### src/logic/alu_uart_pkg.sv
`default_nettype none

package alu_uart_pkg;

   localparam int DATA_BITS  = 8;                  // Byte and operand width
   localparam int OP_BITS    = 6;                  // Opcode width
   localparam int OVERSAMPLE = 16;                 // Ticks per bit
   localparam int TICK_DIV   = 2;                  // Clocks per tick, kept small for fast sim
   localparam int HALF_BIT   = OVERSAMPLE / 2;     // Ticks from start edge to mid start bit
   localparam int FRAME_BITS = DATA_BITS + 2;      // Start, data, stop

   localparam int TICK_CNT_BITS = $clog2(OVERSAMPLE);
   localparam int BIT_CNT_BITS  = $clog2(FRAME_BITS);
   localparam int DIV_CNT_BITS  = (TICK_DIV > 1) ? $clog2(TICK_DIV) : 1;

   // Opcode values, taken from the low six bits of the third byte
   localparam logic [OP_BITS-1:0] OP_ADD = 6'b100000;
   localparam logic [OP_BITS-1:0] OP_SUB = 6'b100010;
   localparam logic [OP_BITS-1:0] OP_AND = 6'b100100;
   localparam logic [OP_BITS-1:0] OP_OR  = 6'b100101;
   localparam logic [OP_BITS-1:0] OP_XOR = 6'b100110;
   localparam logic [OP_BITS-1:0] OP_NOR = 6'b100111;
   localparam logic [OP_BITS-1:0] OP_SRA = 6'b000011;
   localparam logic [OP_BITS-1:0] OP_SRL = 6'b000010;

   typedef struct packed {
      logic [DATA_BITS-1:0] a;                     // First operand byte
      logic [DATA_BITS-1:0] b;                     // Second operand, also the shift count
      logic [OP_BITS-1:0]   op;
   } alu_request_t;

endpackage

`default_nettype wire

### src/logic/alu.sv
`timescale 1ns/1ps
`default_nettype none

module alu (
   input  wire alu_uart_pkg::alu_request_t      i_request,
   output logic [alu_uart_pkg::DATA_BITS-1:0]   o_result
);

   import alu_uart_pkg::*;

   logic signed [DATA_BITS-1:0] a_signed;

   assign a_signed = i_request.a;                  // Sign source for SRA

   always_comb begin
      case (i_request.op)
         OP_ADD: o_result = i_request.a + i_request.b;      // Wraps at 8 bits
         OP_SUB: o_result = i_request.a - i_request.b;
         OP_AND: o_result = i_request.a & i_request.b;
         OP_OR:  o_result = i_request.a | i_request.b;
         OP_XOR: o_result = i_request.a ^ i_request.b;
         OP_NOR: o_result = ~(i_request.a | i_request.b);
         OP_SRA: o_result = a_signed >>> i_request.b;       // Fills with bit 7
         OP_SRL: o_result = i_request.a >> i_request.b;
         default: o_result = '0;                            // Unknown opcode
      endcase
   end

endmodule

`default_nettype wire

### src/logic/baud_tick_gen.sv
`timescale 1ns/1ps
`default_nettype none

module baud_tick_gen (
   input  wire logic i_clock,
   input  wire logic i_reset,
   output logic      o_tick
);

   import alu_uart_pkg::*;

   logic [DIV_CNT_BITS-1:0] div_cnt;

   // Free running, so the tick phase has no relation to incoming frames
   always_ff @(posedge i_clock) begin
      if (i_reset) begin
         div_cnt <= '0;
         o_tick  <= 1'b0;
      end else if (div_cnt == DIV_CNT_BITS'(TICK_DIV - 1)) begin
         div_cnt <= '0;
         o_tick  <= 1'b1;                          // One clock wide
      end else begin
         div_cnt <= div_cnt + 1'b1;
         o_tick  <= 1'b0;
      end
   end

endmodule

`default_nettype wire

### src/logic/operand_sequencer.sv
`timescale 1ns/1ps
`default_nettype none

module operand_sequencer (
   input  wire logic                            i_clock,
   input  wire logic                            i_reset,
   input  wire logic [alu_uart_pkg::DATA_BITS-1:0] i_rx_data,
   input  wire logic                            i_rx_valid,
   input  wire logic [alu_uart_pkg::DATA_BITS-1:0] i_result,
   input  wire logic                            i_tx_busy,
   input  wire logic                            i_tx_done,
   output alu_uart_pkg::alu_request_t           o_request,
   output logic [alu_uart_pkg::DATA_BITS-1:0]   o_tx_data,
   output logic                                 o_tx_start
);

   import alu_uart_pkg::*;

   typedef enum logic [4:0] {
      ST_TAKE_A    = 5'b00001,
      ST_TAKE_B    = 5'b00010,
      ST_TAKE_OP   = 5'b00100,
      ST_SEND      = 5'b01000,
      ST_WAIT_DONE = 5'b10000
   } seq_state_t;

   seq_state_t state;
   seq_state_t state_next;

   always_comb begin
      state_next = state;
      case (state)
         ST_TAKE_A: begin
            if (i_rx_valid) state_next = ST_TAKE_B;
         end
         ST_TAKE_B: begin
            if (i_rx_valid) state_next = ST_TAKE_OP;
         end
         ST_TAKE_OP: begin
            if (i_rx_valid) state_next = ST_SEND;
         end
         ST_SEND: begin
            if (!i_tx_busy) state_next = ST_WAIT_DONE;
         end
         ST_WAIT_DONE: begin
            if (i_tx_done) state_next = ST_TAKE_A;   // Bytes seen here are dropped
         end
         default: state_next = ST_TAKE_A;
      endcase
   end

   always_ff @(posedge i_clock) begin
      if (i_reset) begin
         state      <= ST_TAKE_A;
         o_tx_start <= 1'b0;
      end else begin
         state      <= state_next;
         o_tx_start <= (state == ST_SEND) && !i_tx_busy;   // Lines up with o_tx_data
      end
   end

   // Operand capture, one field per received byte
   always_ff @(posedge i_clock) begin
      if (i_rx_valid) begin
         case (state)
            ST_TAKE_A:  o_request.a  <= i_rx_data;
            ST_TAKE_B:  o_request.b  <= i_rx_data;
            ST_TAKE_OP: o_request.op <= i_rx_data[OP_BITS-1:0];   // Upper bits ignored
            default: ;
         endcase
      end
   end

   // ALU has settled on the new opcode by the first cycle in ST_SEND
   always_ff @(posedge i_clock) begin
      if (state == ST_SEND) o_tx_data <= i_result;
   end

endmodule

`default_nettype wire

### src/logic/uart_alu_top.sv
`timescale 1ns/1ps
`default_nettype none

module uart_alu_top (
   input  wire logic clock,
   input  wire logic reset,
   input  wire logic i_rx,
   output logic      o_tx
);

   import alu_uart_pkg::*;

   logic                 tick;
   logic [DATA_BITS-1:0] rx_data;
   logic                 rx_valid;
   alu_request_t         request;
   logic [DATA_BITS-1:0] result;
   logic [DATA_BITS-1:0] tx_data;
   logic                 tx_start;
   logic                 tx_busy;
   logic                 tx_done;

   baud_tick_gen u_tick (
      .i_clock (clock),
      .i_reset (reset),
      .o_tick  (tick)
   );

   uart_rx u_rx (
      .i_clock (clock),
      .i_reset (reset),
      .i_tick  (tick),
      .i_rx    (i_rx),
      .o_data  (rx_data),
      .o_valid (rx_valid)
   );

   operand_sequencer u_seq (
      .i_clock    (clock),
      .i_reset    (reset),
      .i_rx_data  (rx_data),
      .i_rx_valid (rx_valid),
      .i_result   (result),
      .i_tx_busy  (tx_busy),
      .i_tx_done  (tx_done),
      .o_request  (request),
      .o_tx_data  (tx_data),
      .o_tx_start (tx_start)
   );

   alu u_alu (
      .i_request (request),
      .o_result  (result)
   );

   uart_tx u_tx (
      .i_clock (clock),
      .i_reset (reset),
      .i_tick  (tick),
      .i_start (tx_start),
      .i_data  (tx_data),
      .o_tx    (o_tx),
      .o_busy  (tx_busy),
      .o_done  (tx_done)
   );

endmodule

`default_nettype wire

### src/logic/uart_rx.sv
`timescale 1ns/1ps
`default_nettype none

module uart_rx (
   input  wire logic                            i_clock,
   input  wire logic                            i_reset,
   input  wire logic                            i_tick,
   input  wire logic                            i_rx,
   output logic [alu_uart_pkg::DATA_BITS-1:0]   o_data,
   output logic                                 o_valid
);

   import alu_uart_pkg::*;

   typedef enum logic [1:0] {
      RX_IDLE,
      RX_START,
      RX_DATA,
      RX_STOP
   } rx_state_t;

   rx_state_t                state;
   logic                     rx_meta;
   logic                     rx_sync;
   logic                     rx_prev;
   logic [TICK_CNT_BITS-1:0] tick_cnt;
   logic [BIT_CNT_BITS-1:0]  bit_cnt;
   logic [DATA_BITS-1:0]     shift;
   logic                     bit_end;

   always_ff @(posedge i_clock) begin
      if (i_reset) begin
         rx_meta <= 1'b1;                          // Line idles high
         rx_sync <= 1'b1;
         rx_prev <= 1'b1;
      end else begin
         rx_meta <= i_rx;
         rx_sync <= rx_meta;
         rx_prev <= rx_sync;                       // For falling edge detect
      end
   end

   assign bit_end = i_tick && (tick_cnt == TICK_CNT_BITS'(OVERSAMPLE - 1));

   always_ff @(posedge i_clock) begin
      if (i_reset) begin
         state    <= RX_IDLE;
         tick_cnt <= '0;
         bit_cnt  <= '0;
         o_valid  <= 1'b0;
      end else begin
         o_valid <= 1'b0;
         case (state)
            RX_IDLE: begin
               tick_cnt <= '0;
               bit_cnt  <= '0;
               if (rx_prev && !rx_sync) state <= RX_START;
            end
            RX_START: begin
               if (i_tick && tick_cnt == TICK_CNT_BITS'(HALF_BIT - 1)) begin
                  tick_cnt <= '0;
                  state    <= rx_sync ? RX_IDLE : RX_DATA;   // Glitch, not a start bit
               end else if (i_tick) begin
                  tick_cnt <= tick_cnt + 1'b1;
               end
            end
            RX_DATA: begin
               if (bit_end) begin
                  tick_cnt <= '0;
                  bit_cnt  <= bit_cnt + 1'b1;
                  if (bit_cnt == BIT_CNT_BITS'(DATA_BITS - 1)) state <= RX_STOP;
               end else if (i_tick) begin
                  tick_cnt <= tick_cnt + 1'b1;
               end
            end
            RX_STOP: begin
               if (bit_end) begin
                  o_valid <= rx_sync;              // Low stop bit drops the byte
                  state   <= RX_IDLE;
               end else if (i_tick) begin
                  tick_cnt <= tick_cnt + 1'b1;
               end
            end
            default: state <= RX_IDLE;
         endcase
      end
   end

   always_ff @(posedge i_clock) begin
      if (state == RX_DATA && bit_end) shift <= {rx_sync, shift[DATA_BITS-1:1]};  // LSB first
      if (state == RX_STOP && bit_end && rx_sync) o_data <= shift;
   end

endmodule

`default_nettype wire

### src/logic/uart_tx.sv
`timescale 1ns/1ps
`default_nettype none

module uart_tx (
   input  wire logic                            i_clock,
   input  wire logic                            i_reset,
   input  wire logic                            i_tick,
   input  wire logic                            i_start,
   input  wire logic [alu_uart_pkg::DATA_BITS-1:0] i_data,
   output logic                                 o_tx,
   output logic                                 o_busy,
   output logic                                 o_done
);

   import alu_uart_pkg::*;

   logic [FRAME_BITS-1:0]    shift;
   logic [TICK_CNT_BITS-1:0] tick_cnt;
   logic [BIT_CNT_BITS-1:0]  bit_cnt;
   logic                     pending;              // Accepted, waiting for tick boundary
   logic                     sending;
   logic                     accept;
   logic                     bit_end;

   assign accept  = i_start && !o_busy;
   assign bit_end = sending && i_tick && (tick_cnt == TICK_CNT_BITS'(OVERSAMPLE - 1));

   always_ff @(posedge i_clock) begin
      if (i_reset) begin
         pending  <= 1'b0;
         sending  <= 1'b0;
         o_busy   <= 1'b0;
         o_done   <= 1'b0;
         o_tx     <= 1'b1;
         tick_cnt <= '0;
         bit_cnt  <= '0;
      end else begin
         o_done <= 1'b0;
         if (accept) begin
            pending <= 1'b1;
            o_busy  <= 1'b1;
         end else if (pending && i_tick) begin
            pending  <= 1'b0;
            sending  <= 1'b1;
            o_tx     <= shift[0];                  // Start bit
            tick_cnt <= '0;
            bit_cnt  <= '0;
         end else if (bit_end) begin
            tick_cnt <= '0;
            if (bit_cnt == BIT_CNT_BITS'(FRAME_BITS - 1)) begin
               sending <= 1'b0;                    // Stop bit finished, line stays high
               o_busy  <= 1'b0;
               o_done  <= 1'b1;
            end else begin
               bit_cnt <= bit_cnt + 1'b1;
               o_tx    <= shift[1];
            end
         end else if (sending && i_tick) begin
            tick_cnt <= tick_cnt + 1'b1;
         end
      end
   end

   always_ff @(posedge i_clock) begin
      if (accept) begin
         shift <= {1'b1, i_data, 1'b0};            // Stop, data, start
      end else if (bit_end) begin
         shift <= {1'b1, shift[FRAME_BITS-1:1]};
      end
   end

endmodule

`default_nettype wire

### config.mk
export PLATFORM = sky130hd
export DESIGN_NAME = uart_alu_top
export DESIGN_NICKNAME = d
export VERILOG_FILES = /design/src/logic/alu_uart_pkg.sv /design/src/logic/alu.sv /design/src/logic/baud_tick_gen.sv /design/src/logic/operand_sequencer.sv /design/src/logic/uart_alu_top.sv /design/src/logic/uart_rx.sv /design/src/logic/uart_tx.sv
export SDC_FILE = /design/constraint.sdc
export NUM_CORES = 1
export LEC_CHECK = 0
export BUFFER_PORTS_ARGS = -buffer_cell sky130_fd_sc_hd__buf_2
export CAP_MARGIN = 20
export CORE_MARGIN = 4
export CORE_UTILIZATION = 47
export DETAILED_ROUTE_END_ITERATION = 8
export GPL_TIMING_DRIVEN = 1
export SKIP_LAST_GASP = 1
export SLEW_MARGIN = 30
export SYNTH_ARGS = -nofsm -noshare
export SYNTH_HDL_FRONTEND = slang
export SYNTH_SLANG_ARGS = --single-unit
### constraint.sdc
create_clock -name clock -period 3.2 [get_ports clock]
set_clock_uncertainty 0.1 [all_clocks]
set_input_delay 0.64 -clock clock [delete_from_list [all_inputs] [get_ports clock]]
set_output_delay 0.64 -clock clock [all_outputs]
set_load 0.05 [all_outputs]
; Word-level counts from Yosys, hierarchy flattened
; Cells that the tools add are included.
[word_totals]
register_bits = 90
in_bits = 3
output_inout_bits = 1
word_cells = 152
[op_classes]
addsub = 7
eq_ne = 34
n_shift = 2
n_mux = 41
bitwise_logic = 8
reduce_logical = 34
[ops]
columns = cell, count
row1 = case mux 8 bit (8 select lines), 1
row2 = 2-to-1 mux 4 bit, 11
row3 = "equality test 6 bit, second input constant", 6
row4 = 2-to-1 mux 5 bit, 5
row5 = case mux 5 bit (5 select lines), 1
row6 = 2-to-1 mux 9 bit, 2
row7 = "adder 4 x 1 -> 4 bit, second input constant", 4
row8 = "inequality test 2 x 1 -> 1 bit, second input constant", 8
row9 = case mux 4 bit (4 select lines), 1
row10 = "equality test 4 bit, second input constant", 3
row11 = "equality test 6 x 2 -> 1 bit, second input constant", 2
row12 = 2-to-1 mux 1 bit, 12
row13 = 2-to-1 mux 2 bit, 6
row14 = nonzero test 2 bit, 6
row15 = logical AND 1 bit, 11
row16 = "inequality test 2 bit, second input constant", 5
row17 = AND reduction 2 bit, 5
row18 = AND reduction 5 bit, 2
row19 = AND reduction 3 bit, 3
row20 = adder 8 bit, 1
row21 = bitwise AND 8 bit, 1
row22 = "equality test 4 x 3 -> 1 bit, second input constant", 2
row23 = NOT 8 bit, 1
row24 = bitwise OR 8 bit, 1
row25 = 21 further kinds, 26

; Depth between registers and ports, before layout
; Gate-level depths: netlist (run 1).
[logic_depth]
ltp_word = 5
depth_mapped = 13
ltp_nobuf = 12

; Cells and area by module
; Synthesis (run 1) repeated with hierarchy kept, for this count alone.
[unflattened]
hier_cells = 508
area_unflattened_um2 = 5141.2
[by_module_without_submodules]
columns = module, n_inst, cells_per_inst, area_each_um2, seq_area_each_um2
row1 = alu, 1, 220, 1611.5, 0.0
row2 = operand_sequencer, 1, 75, 1252.5, 1021.0
row3 = uart_rx, 1, 93, 1166.1, 760.7
row4 = uart_tx, 1, 116, 1053.5, 520.5
row5 = baud_tick_gen, 1, 4, 57.6, 40.0

; Worst setup path before layout (run 1)
; Ideal clock, no wire load.
[synth_path]
kind = register to register
from = register u_seq.o_request[6] in the netlist's numbering
to = register u_seq.o_tx_data[7] in the netlist's numbering (data pin)
setup_time_ps = 272
t_arrival_ps = 2651
required_ps = 2828
setup_slack_ps = 177
path_stages_with_launch = 14
path_buffers = 2
period_less_slack_ps = 3023
cell_sequence = edfxtp_1 > buf_2 > buf_2 > inv_1 > ha_1 > mux2_2 > inv_1 > ha_1 > nor2b_1 > o2111ai_1 > nand3_1 > o41a_1 > xnor2_1 > o221ai_1
[synth_via]
elab_chain_len = 2
word_cells_on_any_way = 5
classes_between = add/sub (2) / shift (2) / mux (1)
[synth_rtl]
columns = element, line_no
row1 = start: declaration, operand_sequencer.sv:12  ; output alu_uart_pkg::alu_request_t o_request,
row2 = subtractor 8 bit (tied with other cells), alu.sv:18  ; OP_SUB: o_result = i_request.a - i_request.b;
row3 = case mux 8 bit (8 select lines) *, alu.sv:16  ; case (i_request.op)
row4 = net result[7], uart_alu_top.sv:17  ; logic [DATA_BITS-1:0] result;
row5 = end signal: assignment, operand_sequencer.sv:76  ; if (state == ST_SEND) o_tx_data <= i_result;
row6 = end: declaration, operand_sequencer.sv:13  ; output logic [alu_uart_pkg::DATA_BITS-1:0] o_tx_data,
; Mark *: on every way through the listed nets, which the timed path passes. The rest lies on a longest branch.
; A chain may end at the register's enable or synchronous reset.

; Worst setup path in the final report (run 1)
[layout_path]
from = register u_seq.o_request[2] in the netlist's numbering
to = register u_seq.o_tx_data[7] in the netlist's numbering (data pin)
[layout_via]
elab_chain_len = 2
word_cells_on_any_way = 9
classes_between = eq/ne (8) / mux (1)
[layout_rtl]
columns = element, line_no
row1 = equality test 6 x 2 -> 1 bit / equality test 6 bit (equally long branches), alu.sv:16
row2 = case mux 8 bit (8 select lines) *, alu.sv:16
row3 = net result[7], uart_alu_top.sv:17
; Marks and branches as above.

==> impl_metrics.csv, run 1 <==
group,metric,value,unit
synth,yosysMostFrequentCell,"edfxtp_1",
pwr,power_density,406.6,nW/um2
sta,rsz0062_at_grt,"false",
min_path,hp-class,"flip-flop to flip-flop",
sta,fmaxAchievable,0.3326,GHz
detailed_routing,wl_per_cell,15.89,um
placement,port_buffers,3,
synth,syn_avg_cell_area,9.717,um2
worst_setup_path,crit_required,3.20,ns
placement,post-dp-hpwl,7430,um
grt,use_met1,22.92,%
final_layout,diodes,0,
synth,synth_common_cells,"edfxtp_1, nor2_1, nand2_1, dfxtp_1, a21oi_1",
synth,synth_top_area_share,32.79,%
synth,seq_area_frac_synth,47.36,%
clock_tree,ctsHoldBuffers,0,
sta,setup_slack,0.1938,ns
pwr,comb_power_share,3.9,%
run_status,status,"finished clean",
grt,grt_pass1_vias,3649,
worst_setup_path,crit_end,"u_seq.o_tx_data[7]$_DFFE_PN_",
grt,grt_usage,17.19,%
clock_tree,path_clk_slew,0.09,ns
sta,worst_pin_slew,0.8003,ns
synth,syn_inst,509,
sta,fin_crit_sh,93.94,%
sta,finalSetupTns,0,ns
grt,antenna_found_initial,0,
pwr,switching_share,22.00,%
grt,grt_pass1_wl,17420,um
clock_tree,insertion_delay,0.36,ns
floorplan,dieWidth,110.6,um
detailed_routing,firstDrtPassIters,4,
clock_tree,cts.htree.levels,3,
detailed_routing,postRouteAntennaNets,0,
grt,met2_usage,28.03,%
sta,slew_headroom,46.20,%
worst_setup_path,worstSetupStartpointType,"flip-flop",
floorplan,core,10280,um2
clock_tree,cts_tree,"yes",
clock_tree,cts_num_sinks,90,
synth,syn-num-nets,542,
pwr,p_int,1695,uW
worst_setup_path,cp_max_fo,4,
clock_tree,cts.path.max_buffers,2,
worst_setup_path,crit_chain,"nor3_2, nand2_1, nor2_1, mux2_2, inv_1, ha_1, nor2b_1, o2111ai_1, nand3_1, o41a_1, xnor2_1, o221ai_1",
worst_setup_path,critPathKind,"flip-flop to flip-flop",
grt,gr-total-overflow,0,
pwr,p_switching,478.0,uW
synth,synth_ff_type,"edfxtp_1",
worst_setup_path,critPathMaxStageDelay,0.45,ns
pwr,ir_drop,0.3008,mV
detailed_routing,totalWireLength,10300,um
pwr,power_frac_seq,57.4,%
detailed_routing,drc,0,
clock_tree,cts_root_buffer,"clkbuf_8",
worst_setup_path,reg2regPathDepth,12,
worst_setup_path,critPathArrivalTime,3.00,ns
synth,synthArstFlopShare,0,%
detailed_routing,routed_via_density,5.681,
floorplan,start_util,48.13,%
placement,gp_routability_congestion,0.9106,
worst_setup_path,endpoint_kind,"flip-flop",
synth,yosysTopAreaCell,"edfxtp_1",
floorplan,die_area,12230,um2
synth,synth-seq-cells,90,
worst_setup_path,worstReg2RegStart,"u_seq.o_request[2]$_DFFE_PP_",
grt,top_usage_layer,"met2",
synth,synth.distinct_cells,60,
sta,slew_viol_final,0,
floorplan,die_h,110.6,um
sta,hold_viol_final,0,
floorplan,rows,37,
placement,post-place-ws,0.1579,ns
grt,grt_max_degree,32,
final_layout,fin_util,52.00,%
clock_tree,cts_buffers,9,
sta,finalSetupViolations,0,
flow_run,cap_violations,0,
worst_setup_path,critPathSlowestCell,"edfxtp_1",
synth,synth_area_leaders,"edfxtp_1, dfxtp_1, ha_1",
worst_setup_path,critPathLaunch,"u_seq.o_request[2]$_DFFE_PP_",
final_layout,drive_gt1_share,8.984,%
sta,period_minus_slack,3.006,ns
synth,synth_edf_count,54,
detailed_routing,num_vias,3681,
synth,yosys_warnings,0,
final_layout,final_nets,540,
worst_setup_path,ff2ff_setup_slack,0.19,ns
pwr,p_leak,0.002028,uW
final_layout,syn_to_final_growth,8.045,%
sta,holdWs,0.3110,ns
pwr,clkPwrFrac,38.6,%
worst_setup_path,r2r_end,"u_seq.o_tx_data[7]$_DFFE_PN_",
synth,syn_area,4946,um2
detailed_routing,drt_iter0_markers,266,
grt,met3_usage,3.452,%
floorplan,io_pins,4,
[power groups by stage]
stage	registers (uW)	logic (uW)	clock network [uW]
after global routing	1250	102	918
after floorplan	1260	80.6	0
after global placement	1270	86.3	0
after CTS	1250	86.7	868
after detailed placement	1270	86.4	0
final	1250	85.3	839
[layout make-up]
class,instances,area [um2]
fill,964,4933
multi-input combinational,369,2412
sequential,90,2342
clock buffer,13,202.7
tap,136,170.2
timing repair buffer,16,112.6
inverter,21,78.83
clock inverter,3,25.02
[through the flow]
stage / std cells / cell area, um2 / total power [uW]
after floorplan: 509 / 4946 / 1343
after global routing: 648 / 5344 / 2272
after CTS: 647 / 5331 / 2202
final: 648 / 5344 / 2173
after global placement: 631 / 5104 / 1361
after detailed placement: 631 / 5104 / 1361
[worst min path at each step]
stage                                    startpoint                         to  slack [ns]  cells after the start
after floorplan           u_tick.div_cnt$_SDFF_PP0_  u_tick.div_cnt$_SDFF_PP0_        0.28                      1
after global placement    u_tick.div_cnt$_SDFF_PP0_  u_tick.div_cnt$_SDFF_PP0_        0.29                      1
after detailed placement    u_rx.rx_meta$_SDFF_PP1_    u_rx.rx_sync$_SDFF_PP1_        0.30                      1
after CTS                 u_tick.div_cnt$_SDFF_PP0_  u_tick.div_cnt$_SDFF_PP0_        0.32                      1
after global routing      u_tick.div_cnt$_SDFF_PP0_  u_tick.div_cnt$_SDFF_PP0_        0.34                      1
final                     u_tick.div_cnt$_SDFF_PP0_  u_tick.div_cnt$_SDFF_PP0_        0.31                      1
[per-layer routing]
metal  share of wire (%)  up-vias
met4                 1.4        0
met2                  47       72
li1                    -     1827
met3                 4.0       14
met5                   0        -
met1                  47     1768
[sequential cells by signal, summed over array words and instances, names as in the netlist, 4 cells and up, named ones only]
signal and flops:
u_seq.o_request 22, u_tx.bit_cnt 4, u_seq.o_tx_data 8, u_rx.shift 8, u_seq.state 5, u_tx.tick_cnt 4
u_rx.tick_cnt 4, u_rx.o_data 8, u_tx.shift 9, u_rx.bit_cnt 4
[cells in the final DEF (no fill, tap or decap), types with 3 or more instances in the layout]
cell type	n
edfxtp_1	54
nor2_1	52
nand2_1	51
dfxtp_1	36
a21oi_1	30
ha_1	29
o21ai_0	28
inv_1	20
xnor2_1	18
nor3_1	16
buf_4	13
xor2_1	12
nand2b_1	10
mux2i_1	10
nand3_1	9
clkbuf_8	9
a31oi_1	8
nor2b_1	8
nand4_1	8
and3_1	6
a21o_1	5
a211oi_1	5
o21ai_1	5
o221ai_1	4
a22oi_1	4
nor4_2	3
nand3b_1	3
o211ai_1	3
a311oi_1	3
or2_2	3
clkbuf_16	3
buf_2	3
[worst max-delay path, delay by kind of cell, from the launching register on]
| kind | cells | cell delay, ns |
|---|---|---|
| flops | 1 | 0.45 |
| xor+xnor | 1 | 0.16 |
| compound gates | 3 | 0.65 |
| buf+inv | 1 | 0.07 |
| simple gates | 5 | 0.73 |
| mux | 1 | 0.38 |
| fa+ha+maj | 1 | 0.22 |
[repair_timing]
action / CTS / global route
setup buffers: 0 / 1
resized for setup: 0 / 1
setup endpoints to repair: 0 / 1
endpoints found under the hold margin: 0 / 0
[cell families after synthesis]
group,Yosys count,share of synthesized area (%)
DFF,90,47.36
and+or+nand+nor,182,17.89
buffers and inverters,50,4.098
xor gates and xnor gates,30,5.312
AOI/OAI and AO/OA,116,15.36
adders and majority gates,30,7.741
muxes,11,2.252
(Power assumes the default switching activity.)
==> inputs of run 2 (changes only) <==
- MAX_ROUTING_LAYER: default -> met4
==> impl_metrics.csv, run 2 (synthesis results as in run 1) <==
group,metric,value,unit
final_layout,mostFrequentLayoutCells,"edfxtp_1, nor2_1, nand2_1",
pwr,p_leak,0.002000,uW
worst_setup_path,worstReg2RegStart,"u_seq.o_request[3]$_DFFE_PP_",
clock_tree,cts.htree.levels,3,
grt,grt_pass1_vias,3616,
sta,holdWs,0.3100,ns
clock_tree,cts.path.max_buffers,2,
placement,post-dp-hpwl,7363,um
worst_setup_path,critPathArrivalTime,2.96,ns
detailed_routing,routed_via_density,5.684,
final_layout,reg.largest.list,"u_seq.o_request x22, u_tx.shift x9",
floorplan,die_area,12230,um2
clock_tree,path_clk_slew,0.10,ns
final_layout,diodes,0,
final_layout,largest_reg_flops,22,
worst_setup_path,cp_top_family,"simple AND/OR/NAND/NOR gates",
final_layout,regMostFlops,"u_seq.o_request",
min_path,hp-start,"u_tick.div_cnt$_SDFF_PP0_",
final_layout,final_cell_area,5285,um2
placement,port_buffers,3,
grt,antenna_found_initial,0,
pwr,ir_drop,0.1914,mV
flow_run,cap_violations,0,
floorplan,rows,37,
detailed_routing,drc,0,
detailed_routing,totalWireLength,10170,um
sta,finalSetupTns,0,ns
detailed_routing,drt_iter0_markers,207,
run_status,status,"finished clean",
sta,rsz0062_at_grt,"false",
sta,slew_headroom,46.51,%
worst_setup_path,critPathSlowestCell,"edfxtp_1",
sta,fmaxAchievable,0.3361,GHz
final_layout,final_common_cell,"edfxtp_1",
detailed_routing,num_vias,3672,
sta,hold_viol_final,0,
detailed_routing,wl_per_cell,15.74,um
sta,finalSetupViolations,0,
final_layout,instances_no_fill,646,
floorplan,dieWidth,110.6,um
floorplan,io_pins,4,
worst_setup_path,critPathLaunch,"u_seq.o_request[3]$_DFFE_PP_",
final_layout,final_nets,539,
grt,grt_pass1_wl,17370,um
worst_setup_path,worstSetupStartpointType,"flip-flop",
clock_tree,cts_setup_buffers,0,
detailed_routing,postRouteAntennaNets,0,
placement,gp_routability_congestion,0.9362,
floorplan,start_util,48.13,%
placement,dpl_cell_area,5104,um2
final_layout,fill_cells,956,
sta,worst_pin_slew,0.7957,ns
final_layout,multi_input_area,2412,um2
sta,fin_crit_sh,92.97,%
worst_setup_path,path_buf_inv,1,
grt,gr-total-overflow,0,
clock_tree,insertion_delay,0.35,ns
pwr,power_density,384.8,nW/um2
min_path,hp-class,"flip-flop to flip-flop",
grt,grt_usage,17.60,%
worst_setup_path,critPathKind,"flip-flop to flip-flop",
clock_tree,cts_tree,"yes",
clock_tree,cts_root_buffer,"clkbuf_8",
grt,grt_max_degree,32,
worst_setup_path,cp_max_fo,3,
final_layout,area.sequential,2342,um2
worst_setup_path,endpoint_kind,"flip-flop",
detailed_routing,firstDrtPassIters,4,
worst_setup_path,critPathMaxStageDelay,0.44,ns
sta,slew_viol_final,0,
final_layout,syn_to_final_growth,6.856,%
worst_setup_path,crit_required,3.18,ns
placement,place_inst,631,
worst_setup_path,crit_chain,"nor3_2, nand2_1, nor2_1, mux2_2, inv_1, ha_1, nor2b_1, o2111ai_1, nand3_1, o41a_1, xnor2_1, o221ai_1",
clock_tree,cts_buffers,9,
floorplan,core,10280,um2
clock_tree,cts_num_sinks,90,
floorplan,die_h,110.6,um
final_layout,drive_gt1_share,8.824,%
sta,period_minus_slack,2.975,ns
run 2: cell count changes in the layout (fill, tap and decap cells not counted):
cell       previous run  this run
buf_4                13        12
clkbuf_1              1         0
clkbuf_16             3         0
clkinv_2              1         0
clkinv_4              1         2
clkinv_8              0         1
inv_4                 0         3
inv_8                 1         0
run 2: what timing repair did:
action	CTS	global route
endpoints found under the setup margin	0	1
hold buffers	0	0
resized for setup	0	1
run 2: metrics by stage:
stage | setup WS, ns | total power, uW | util, %
6_report | 0.2251 | 2034 | 51.42
2_1_floorplan | 0.1773 | 1343 | -
4_1_cts | 0.1560 | 2062 | 51.38
3_5_place_dp | 0.1758 | 1361 | 49.66
5_1_grt | 0.005702 | 2137 | 51.42
3_3_place_gp | 0.2387 | 1361 | 49.66
run 2: layout make-up:
| type | count | share of cell area, % |
|---|---|---|
| Clock inverter | 6 | 0.9943 |
| Inverter | 21 | 1.491 |
| Multi-Input combinational cell | 369 | 45.64 |
| Timing Repair Buffer | 15 | 1.989 |
| Sequential cell | 90 | 44.32 |
| Tap cell | 136 | 3.220 |
| Clock buffer | 9 | 2.344 |
run 2: layer usage:
| layer | track usage, % | part of all wire (%) | vias to the layer above |
|---|---|---|---|
| li1 | - | - | 1823 |
| met1 | 23.32 | 47 | 1768 |
| met2 | 28.03 | 48 | 70 |
| met3 | 2.904 | 3.9 | 11 |
| met4 | 5.008 | 1.0 | 0 |
| met5 | - | 0 | - |
run 2: power by group:
| group | switching, uW | internal (uW) |
|---|---|---|
| Combinational | 48.1 | 37.1 |
| Sequential | 20.5 | 1230 |
| Clock | 412 | 289 |
run 2: path summary, 6_finish.rpt:
kind / endpoint / slack (ns) / depth (start not counted)
max: u_seq.o_tx_data[7]$_DFFE_PN_ / 0.23 / 12
max reg2reg: u_seq.o_tx_data[7]$_DFFE_PN_ / 0.23 / 12
min reg2reg: u_tick.div_cnt$_SDFF_PP0_ / 0.31 / 1
min: u_tick.div_cnt$_SDFF_PP0_ / 0.31 / 1
run 2: worst reg2reg max path, stage by stage, from the launching register on:
cell	delay [ns]
edfxtp_1	0.44
nor3_2	0.22
nand2_1	0.09
nor2_1	0.14
mux2_2	0.38
inv_1	0.06
ha_1	0.21
nor2b_1	0.14
o2111ai_1	0.18
nand3_1	0.13
o41a_1	0.34
xnor2_1	0.16
o221ai_1	0.13
